<file path="src/design/ctr_pkg.sv">
// --------------------
// Counter host shared definitions
// Widths, wrap limit, seed and trigger bytes
// --------------------
package ctr_pkg;

    // Counter sizing
    localparam int counter_width = 12;
    localparam int count_max     = 2048;   // Count runs 0 .. count_max-1

    // Pattern generator
    localparam int pattern_width = 28;
    localparam logic [pattern_width-1:0] pattern_seed = 28'hFEEDBEE;

    // Sequence detector triggers, in order of arrival
    localparam logic [7:0] trigger_byte_1 = 8'hAA;
    localparam logic [7:0] trigger_byte_2 = 8'h55;

    // Detector FSM states
    typedef enum logic {
        det_idle  = 1'b0,
        det_armed = 1'b1
    } det_state_t;

endpackage
</file>
<file path="src/design/counter_host.sv">
// --------------------
// Counter host top
// Counter, pattern source and trigger detector
// --------------------
`timescale 1ns/100ps

module counter_host (
    input  logic                              clk,
    input  logic                              rst,
    input  logic                              count_enable,
    input  logic                              count_direction,
    input  logic                              load_counter,
    input  logic [ctr_pkg::counter_width-1:0] load_value,
    output logic [ctr_pkg::counter_width-1:0] counter_value,
    output logic                              counter_overflow,
    output logic                              counter_underflow,
    output logic                              counter_zero
);

    import ctr_pkg::*;

    logic [counter_width-1:0] count;
    logic [7:0]               mon_byte;
    logic                     force_clear;

    updown_counter i_updown_counter (
        .clk               (clk),
        .rst               (rst),
        .count_enable      (count_enable),
        .count_direction   (count_direction),
        .load_counter      (load_counter),
        .load_value        (load_value),
        .force_clear       (force_clear),
        .count             (count),
        .counter_value     (counter_value),
        .counter_overflow  (counter_overflow),
        .counter_underflow (counter_underflow),
        .counter_zero      (counter_zero)
    );

    // Pattern advances only while counting
    pattern_source i_pattern_source (
        .clk               (clk),
        .rst               (rst),
        .count_enable      (count_enable),
        .count             (count),
        .counter_overflow  (counter_overflow),
        .counter_underflow (counter_underflow),
        .mon_byte          (mon_byte)
    );

    trigger_detect i_trigger_detect (
        .clk         (clk),
        .rst         (rst),
        .mon_byte    (mon_byte),
        .force_clear (force_clear)
    );

endmodule

</file>
<file path="src/design/updown_counter.sv">
// --------------------
// Up/down counter
// Loadable, wraps at count_max, with flags and lagged copy
// --------------------
`timescale 1ns/100ps

module updown_counter (
    input  logic                              clk,
    input  logic                              rst,
    input  logic                              count_enable,
    input  logic                              count_direction,   // 0 up, 1 down
    input  logic                              load_counter,
    input  logic [ctr_pkg::counter_width-1:0] load_value,
    input  logic                              force_clear,
    output logic [ctr_pkg::counter_width-1:0] count,
    output logic [ctr_pkg::counter_width-1:0] counter_value,
    output logic                              counter_overflow,
    output logic                              counter_underflow,
    output logic                              counter_zero
);

    import ctr_pkg::*;

    logic at_top;
    logic at_bottom;

    assign at_top    = (count == counter_width'(count_max - 1));
    assign at_bottom = (count == '0);

    // Priority is forced clear, then load, then count
    always_ff @(posedge clk or posedge rst) begin
        if (rst) begin
            count             <= '0;
            counter_overflow  <= 1'b0;
            counter_underflow <= 1'b0;
            counter_zero      <= 1'b1;
        end else if (force_clear) begin
            count             <= '0;
            counter_overflow  <= 1'b0;
            counter_underflow <= 1'b0;
            counter_zero      <= 1'b1;
        end else if (load_counter) begin
            count             <= load_value;
            counter_zero      <= (load_value == '0);
            counter_overflow  <= 1'b0;
            counter_underflow <= 1'b0;
        end else if (count_enable) begin
            if (count_direction) begin
                // Counting down
                if (at_bottom) begin
                    count             <= counter_width'(count_max - 1);
                    counter_underflow <= 1'b1;
                    counter_zero      <= 1'b0;
                end else begin
                    count             <= count - 1'b1;
                    counter_underflow <= 1'b0;
                    counter_zero      <= (count == counter_width'(1));
                end
            end else begin
                // Counting up
                if (at_top) begin
                    count            <= '0;
                    counter_overflow <= 1'b1;
                    counter_zero     <= 1'b1;
                end else begin
                    count            <= count + 1'b1;
                    counter_overflow <= 1'b0;
                    counter_zero     <= (count == counter_width'(count_max - 2));
                end
            end
        end
    end

    // Output copy, one cycle behind count
    always_ff @(posedge clk or posedge rst) begin
        if (rst) begin
            counter_value <= '0;
        end else if (force_clear) begin
            counter_value <= '0;      // Cleared on the same edge as count
        end else begin
            counter_value <= count;
        end
    end

endmodule

</file>
<file path="src/design/trigger_detect.sv">
// --------------------
// Trigger pair detector
// Pulses force_clear after the two-byte sequence
// --------------------
`timescale 1ns/100ps

module trigger_detect (
    input  logic       clk,
    input  logic       rst,
    input  logic [7:0] mon_byte,
    output logic       force_clear
);

    import ctr_pkg::*;

    det_state_t state;
    det_state_t state_next;
    logic       clear_next;

    always_comb begin
        state_next = det_idle;
        clear_next = 1'b0;
        case (state)
            det_idle: begin
                if (mon_byte == trigger_byte_1) begin
                    state_next = det_armed;
                end
            end
            det_armed: begin
                if (mon_byte == trigger_byte_2) begin
                    clear_next = 1'b1;         // Pair complete
                end else if (mon_byte == trigger_byte_1) begin
                    state_next = det_armed;    // Repeated first byte keeps us armed
                end
            end
            default: state_next = det_idle;
        endcase
    end

    always_ff @(posedge clk or posedge rst) begin
        if (rst) begin
            state       <= det_idle;
            force_clear <= 1'b0;
        end else begin
            state       <= state_next;
            force_clear <= clear_next;        // One-cycle pulse
        end
    end

endmodule

</file>
<file path="src/design/pattern_source.sv">
// --------------------
// Pattern source
// Feedback shift pattern with byte select for the detector
// --------------------
`timescale 1ns/100ps

module pattern_source (
    input  logic                             clk,
    input  logic                             rst,
    input  logic                             count_enable,
    input  logic [ctr_pkg::counter_width-1:0] count,
    input  logic                             counter_overflow,
    input  logic                             counter_underflow,
    output logic [7:0]                       mon_byte
);

    import ctr_pkg::*;

    logic [pattern_width-1:0] pattern_reg;
    logic [2:0]               byte_sel;
    logic                     feedback_bit;
    logic                     sel_advance;

    // Taps at 27, 22, 16 and 3
    assign feedback_bit = pattern_reg[27] ^ pattern_reg[22] ^ pattern_reg[16] ^ pattern_reg[3];

    // Step the selector on a wrap or every 16 counts
    assign sel_advance = counter_overflow || counter_underflow || (count[3:0] == 4'h0);

    always_ff @(posedge clk or posedge rst) begin
        if (rst) begin
            pattern_reg <= pattern_seed;
            byte_sel    <= 3'd0;
        end else if (count_enable) begin
            pattern_reg <= {pattern_reg[pattern_width-2:0], feedback_bit};
            if (sel_advance) begin
                byte_sel <= byte_sel + 3'd1;
            end
        end
    end

    // Monitored byte, plain slices then XOR mixes
    always_comb begin
        case (byte_sel)
            3'd0:    mon_byte = pattern_reg[7:0];
            3'd1:    mon_byte = pattern_reg[15:8];
            3'd2:    mon_byte = pattern_reg[23:16];
            3'd3:    mon_byte = pattern_reg[27:20];
            3'd4:    mon_byte = pattern_reg[7:0] ^ pattern_reg[15:8];
            3'd5:    mon_byte = pattern_reg[23:16] ^ pattern_reg[7:0];
            3'd6:    mon_byte = pattern_reg[27:20] ^ pattern_reg[15:8];
            default: mon_byte = pattern_reg[27:20] ^ pattern_reg[7:0];   // Index 7
        endcase
    end

endmodule

</file>
<file path="config.mk">
export PLATFORM = sky130hd
export DESIGN_NAME = counter_host
export DESIGN_NICKNAME = d
export VERILOG_FILES = /design/src/design/ctr_pkg.sv /design/src/design/counter_host.sv /design/src/design/updown_counter.sv /design/src/design/trigger_detect.sv /design/src/design/pattern_source.sv
export SDC_FILE = /design/constraint.sdc
export NUM_CORES = 1
export LEC_CHECK = 0
export ABC_AREA = 0
export BUFFER_PORTS_ARGS = -buffer_cell sky130_fd_sc_hd__buf_2
export CAP_MARGIN = 30
export CORE_MARGIN = 2
export CORE_UTILIZATION = 50
export CTS_BUF_LIST = sky130_fd_sc_hd__clkbuf_16
export DETAILED_ROUTE_END_ITERATION = 8
export PLACE_DENSITY = 0.71
export SLEW_MARGIN = 5
export SYNTH_ARGS = -nofsm -noshare
export SYNTH_HDL_FRONTEND = slang
export SYNTH_SLANG_ARGS = --single-unit
</file>
<file path="constraint.sdc">
create_clock -name clk -period 2.3 [get_ports clk]
set_clock_uncertainty 0.05 [all_clocks]
set_input_delay 0.46 -clock clk [delete_from_list [all_inputs] [get_ports clk]]
set_output_delay 0.46 -clock clk [all_outputs]
set_load 0.05 [all_outputs]
</file>
Yosys cells after proc, flatten, opt, wreduce, memory -nomap -nowiden --
Cells that the tools add are included. Widths: inputs -> output; s select.
Cells by class: reductions and logical operators 11, equality and inequality tests 12, muxes and demuxes 29, $add $sub $neg 3, bitwise operators 8
Operator list (count):
- $mux 12 | 7
- $pmux 8 s7 | 1
- $xor 8x8->8 | 4
- $eq 12x11->1 const B | 2
- $logic_not 12->1 | 2
- $mux 1 | 20
- $add 12x1->12 const B | 1
- $eq 12x1->1 const B | 1
- $sub 12x1->12 const B | 1
- $eq 3x3->1 const B | 3
- $eq 8x7->1 const B | 1
- $eq 8x8->1 const B | 1
- $eq 3x2->1 const B | 2
- $reduce_and 2->1 | 3
- $reduce_bool 3->1 | 2
- $logic_not 4->1 | 1
- $add 3x1->3 const B | 1
- $eq 3x1->1 const B | 1
- $logic_not 3->1 | 1
- $ne 3x1->1 const B | 1
- $xor 1x1->1 | 3
- $logic_or 1x1->1 | 2
- $pmux 1 s2 | 1
- $not 1->1 | 1
Word-level totals: input port bits 17, output and inout bits 15, flip-flop bits (word level) 60

Depth between registers and ports, before layout --
depth in word-level cells 6, gate-level depth with buffers 10

Cells and area by module --
From an unflattened synthesis, not the netlist that was laid out.
Unflattened totals: cell total of the unflattened synthesis 402, area total of the unflattened synthesis 3875.0 um^2
Modules (own cells, without submodules):
- pattern_source | sequential area each 803.3 um^2, area each 1934.4 um^2, cells an instance 168, instances 1
- updown_counter | sequential area each 676.9 um^2, area each 1830.5 um^2, cells an instance 224, instances 1
- trigger_detect | sequential area each 50.0 um^2, area each 110.1 um^2, cells an instance 10, instances 1

Worst setup path after synthesis --
No wires, ideal clock.
kind reg-to-reg, start point reg i_pattern_source.byte_sel[1], end point reg i_trigger_detect.state, period minus slack after synthesis 2.390 ns, path buffers 2, cell stages (with the launch flop) 10, arrival 2.239 ns, setup time 0.101 ns, setup slack -0.090 ns, cells stage by stage dfrtp_1 > clkbuf_1 > inv_1 > ha_1 > buf_2 > mux2i_1 > xor2_1 > a311o_1 > or3_1 > nor4_1
Between the ends: longest elaborated chain between the ends 6, elaborated cells between the ends (all ways) 13, those cells by class eq/ne: 8; mux: 4; reduce/logical: 1
RTL lines:
- from (decl) | RTL line pattern_source.sv:20 | logic [2:0] byte_sel;
- from (signal assigned) | RTL line pattern_source.sv:37 | byte_sel <= byte_sel + 3'd1;
- $eq 3x3->1, or another cell as far along | RTL line pattern_source.sv:44 | case (byte_sel)
- $pmux 8 s7 (*) | RTL line pattern_source.sv:44
- $eq 8x8->1 | RTL line trigger_detect.sv:25, trigger_detect.sv:32
- $mux 1 | RTL line trigger_detect.sv:25, trigger_detect.sv:32
- $mux 1 | RTL line trigger_detect.sv:30 | if (mon_byte == trigger_byte_2) begin
- $pmux 1 s2 (*) | RTL line trigger_detect.sv:23 | case (state)
- net i_trigger_detect.state_next | RTL line trigger_detect.sv:17 | det_state_t state_next;
- to (signal assigned) | RTL line trigger_detect.sv:42 | state <= det_idle;
- to (signal assigned) | RTL line trigger_detect.sv:45 | state <= state_next;
- to (decl) | RTL line trigger_detect.sv:16 | det_state_t state;
The timed path passes the listed nets; every way through them passes the cells marked *. A chain may end at the register's enable or synchronous reset.

Worst setup path in the final report --
start point reg i_pattern_source.byte_sel[1], end point reg i_trigger_detect.force_clear
Between the ends: longest elaborated chain between the ends 5, elaborated cells between the ends (all ways) 11, those cells by class eq/ne: 7; mux: 3; reduce/logical: 1
RTL lines:
- $eq 3x3->1, or another cell as far along | RTL line pattern_source.sv:44
- $pmux 8 s7 (*) | RTL line pattern_source.sv:44
- $eq 8x7->1 (*) | RTL line trigger_detect.sv:30
- $mux 1 (*) | RTL line trigger_detect.sv:30
- $mux 1 (*) | RTL line trigger_detect.sv:23
- net i_trigger_detect.clear_next | RTL line trigger_detect.sv:18 | logic clear_next;
- to (signal assigned) | RTL line trigger_detect.sv:46 | force_clear <= clear_next;
- to (decl) | RTL line trigger_detect.sv:11 | output logic force_clear
Marks and branches as above.

==> results.cfg <==
[run_status]
status = finished, final reports clean

[critical_path]
end_kind = flip-flop
path_class = reg -> reg
reg2reg_from = i_pattern_source.byte_sel[1]
worst-path-max-fanout = 16
worstSetupStartpointType = flip-flop
timing.critical_path.from = i_pattern_source.byte_sel[1]
critPathArrivalTime_ns = 2.42
required_ns = 2.50

[routing]
finalWirelength_microns = 9697
antenna_left = 0
drc_errors = 0
highest_layer = met4
wl_met3_microns = 650
drt_iter0_drc = 307
firstDrtPassIters = 5
met1_length_microns = 4570
vias_per_cell = 6.122
wl_met2_microns = 4266
wl_per_cell_microns = 17.86
vias = 3324

[synthesis]
synth_top_family_by_area = compound AO/OA/AOI/OAI gates
synthXorXnorAreaFrac_pct = 2.959
ys_seq_area_share_pct = 39.77
syn_inst = 393
ys_warn_count = 0
async_flop_share_pct = 100.0
synth-seq-cells = 60
syn_area_sq_um = 3847
synth_edf_count = 0
synth_mux_area_share_pct = 14.67
synth_compound_area_share_pct = 18.60
syn_nets = 419
synth_cell_types = 63
synth_flop_cell = dfrtp_1
synth.avg_cell_area_sq_um = 9.790
synthAdderAreaFrac_pct = 2.927
yosys.area_share.simple_pct = 16.42

[timing]
worst_pin_slew_ns = 0.5874
finalCriticalPeriod_ns = 2.222
fin_tns_setup_ns = 0
finalSetupViolations = 0
rsz0062_at_grt = false
final_hold_viol_count = 0
period_share_pct = 96.60
slew_violations = 0
fmax_mhz = 450.1
hold_slack_ns = 0.1240
relSlewSlack_pct = 60.54

[grt]
grt_overflow = 0
grt_pass1_vias = 3127
grt_usage_pct = 24.07
grt_first_pass_wirelength_microns = 16200
grt_antenna_before_repair = 0
grt_max_degree = 61

[layout]
layout-drive-gt1-share_pct = 33.33
fin_cells = 543
area_growth_syn_to_layout_pct = 19.67
antenna_cells = 0
fin_nets = 465
largest_register_ffs = 28

[cts]
clkTransAtPathRegs_ns = 0.05
clock_sinks = 60
cts_max_level = 3
worstSkewPairLatency_ns = 0.32
cts_max_path_buffers = 2
cts_buffers = 9
cts_tree = yes
cts_root_buf = clkbuf_16

[die]
rows = 31
core-area_sq_um = 7370
ios = 32
die_h_microns = 91.72
start_util_pct = 52.21
die_w_microns = 91.72
dieArea_sq_um = 8413

[power_and_ir_drop]
ir_drop_mv = 0.5731
powerDensity_nw_per_um2 = 1266
p_leak_nw = 1.907

[placed_design]
port_buffers = 31
placed_cells = 526
gp_congestion = 0.9478
hpwl_microns = 6725

[min_path]
min_path_type = in -> async

[job]
cap_violations = 0
[final timing paths]
| check | end | slack [ns] | cells after the start |
|---|---|---|---|
| max | i_trigger_detect.force_clear | 0.08 | 8 |
| min | i_updown_counter.counter_value[4] | 0.12 | 3 |
| max reg2reg | i_trigger_detect.force_clear | 0.08 | 8 |
| min reg2reg | i_updown_counter.counter_zero | 0.46 | 1 |
| max in group asynchronous | i_pattern_source.pattern_reg[15] | 1.76 | 3 |
| min in group clk | i_updown_counter.count[6] | 0.36 | 3 |
[worst max-delay path, cell delays in order, from the launching register on]
cell and delay, ns:
dfrtp_1 0.39, inv_1 0.08, ha_1 0.19, buf_12 0.17
mux2i_1 0.22, mux2_2 0.37, a211oi_2 0.26, nand4b_1 0.12
and4b_1 0.30
[per-stage QoR]
step	power [W]	setup WS (ns)	utilization [%]	instance area (sq um)
finish	0.005831	0.07812	62.48	4604
global route	0.006188	0.005211	62.48	4604
CTS	0.005765	0.03845	62.14	4579
detailed placement	0.004317	0.06492	57.93	4269
global placement	0.004254	0.08422	57.93	4269
floorplan	0.003653	0.01237	-	3849
[cells in the mapped netlist, types with 4 or more instances]
library cell / number / area share [%]
buf_1: 4 / 0.39
a211oi_1: 6 / 1.2
inv_1: 16 / 1.6
nor3_1: 8 / 1.0
o22ai_1: 5 / 0.81
dfstp_2: 23 / 16
a21o_1: 6 / 1.2
ha_1: 9 / 2.9
a22oi_1: 8 / 1.6
mux2i_1: 17 / 4.4
xor2_1: 4 / 0.91
nand3b_1: 4 / 0.78
or3_1: 5 / 0.81
nand2b_1: 4 / 0.65
xnor2_1: 9 / 2.0
a21oi_1: 20 / 2.6
dfrtp_1: 37 / 24
nand2_1: 24 / 2.3
buf_2: 8 / 1.0
nor4_1: 5 / 0.81
or4_1: 4 / 0.78
nand3_1: 9 / 1.2
clkbuf_1: 16 / 1.6
o211ai_1: 4 / 0.78
nor2_1: 17 / 1.7
nor2b_1: 12 / 2.0
o21ai_0: 15 / 2.0
nand4_1: 4 / 0.65
mux2_2: 35 / 10
[power breakdown]
| part | total (W) | switching (W) | internal, W |
|---|---|---|---|
| Clock | 0.00139 | 0.000455 | 0.000934 |
| Combinational | 0.00246 | 0.00126 | 0.00120 |
| Sequential | 0.00198 | 0.000444 | 0.00154 |
| Total | 0.00583 | 0.00216 | 0.00367 |
[what timing repair did]
item,CTS,global route
resized for setup,0,6
setup endpoints to repair,0,5
setup buffers,0,1
hold buffers,0,0
hold endpoints to repair,0,0
[layer usage]
metal  vias to the layer above  track usage [%]
met5                         -                0
met4                         0            9.826
met3                        23            4.930
met2                       145            33.76
met1                      1591            36.09
li1                       1565                -
[cells in the final DEF, fill, tap and decap left out, drive strengths merged, types with 4 or more instances in the layout]
cell | netlist | final
o21ai | 16 | 16
nor2b | 12 | 12
nand3b | 4 | 4
nor4 | 5 | 5
mux2 | 35 | 35
nor3 | 9 | 9
clkbuf | 16 | 9
dfrtp | 37 | 37
mux2i | 17 | 17
nand3 | 9 | 9
a211oi | 6 | 6
o31ai | 4 | 4
nand2 | 24 | 24
a22oi | 8 | 8
xor2 | 4 | 4
or4 | 5 | 5
clkinv | 1 | 4
a21oi | 20 | 20
o22ai | 5 | 5
inv | 16 | 18
a21o | 6 | 6
nor2 | 17 | 17
xnor2 | 9 | 9
nand2b | 4 | 4
buf | 12 | 63
dfstp | 23 | 23
nand4 | 4 | 4
ha | 9 | 9
o211ai | 4 | 4
or3 | 5 | 5
[final cells by class]
| class | count | area [sq um] |
|---|---|---|
| Multi-Input combinational cell | 288 | 2152 |
| Clock buffer | 9 | 225.2 |
| Clock inverter | 7 | 85.08 |
| Tap cell | 99 | 123.9 |
| Sequential cell | 60 | 1530 |
| Inverter | 17 | 63.81 |
| Timing Repair Buffer | 63 | 424.2 |
| Fill cell | 634 | 2765 |
[logic make-up after synthesis]
family / Yosys count
flops: 60
simple gates: 114
buf+inv: 45
xor+xnor: 13
compound gates: 100
fa+ha+maj: 9
mux: 52
No activity file was read; power rests on OpenSTA's default activity.
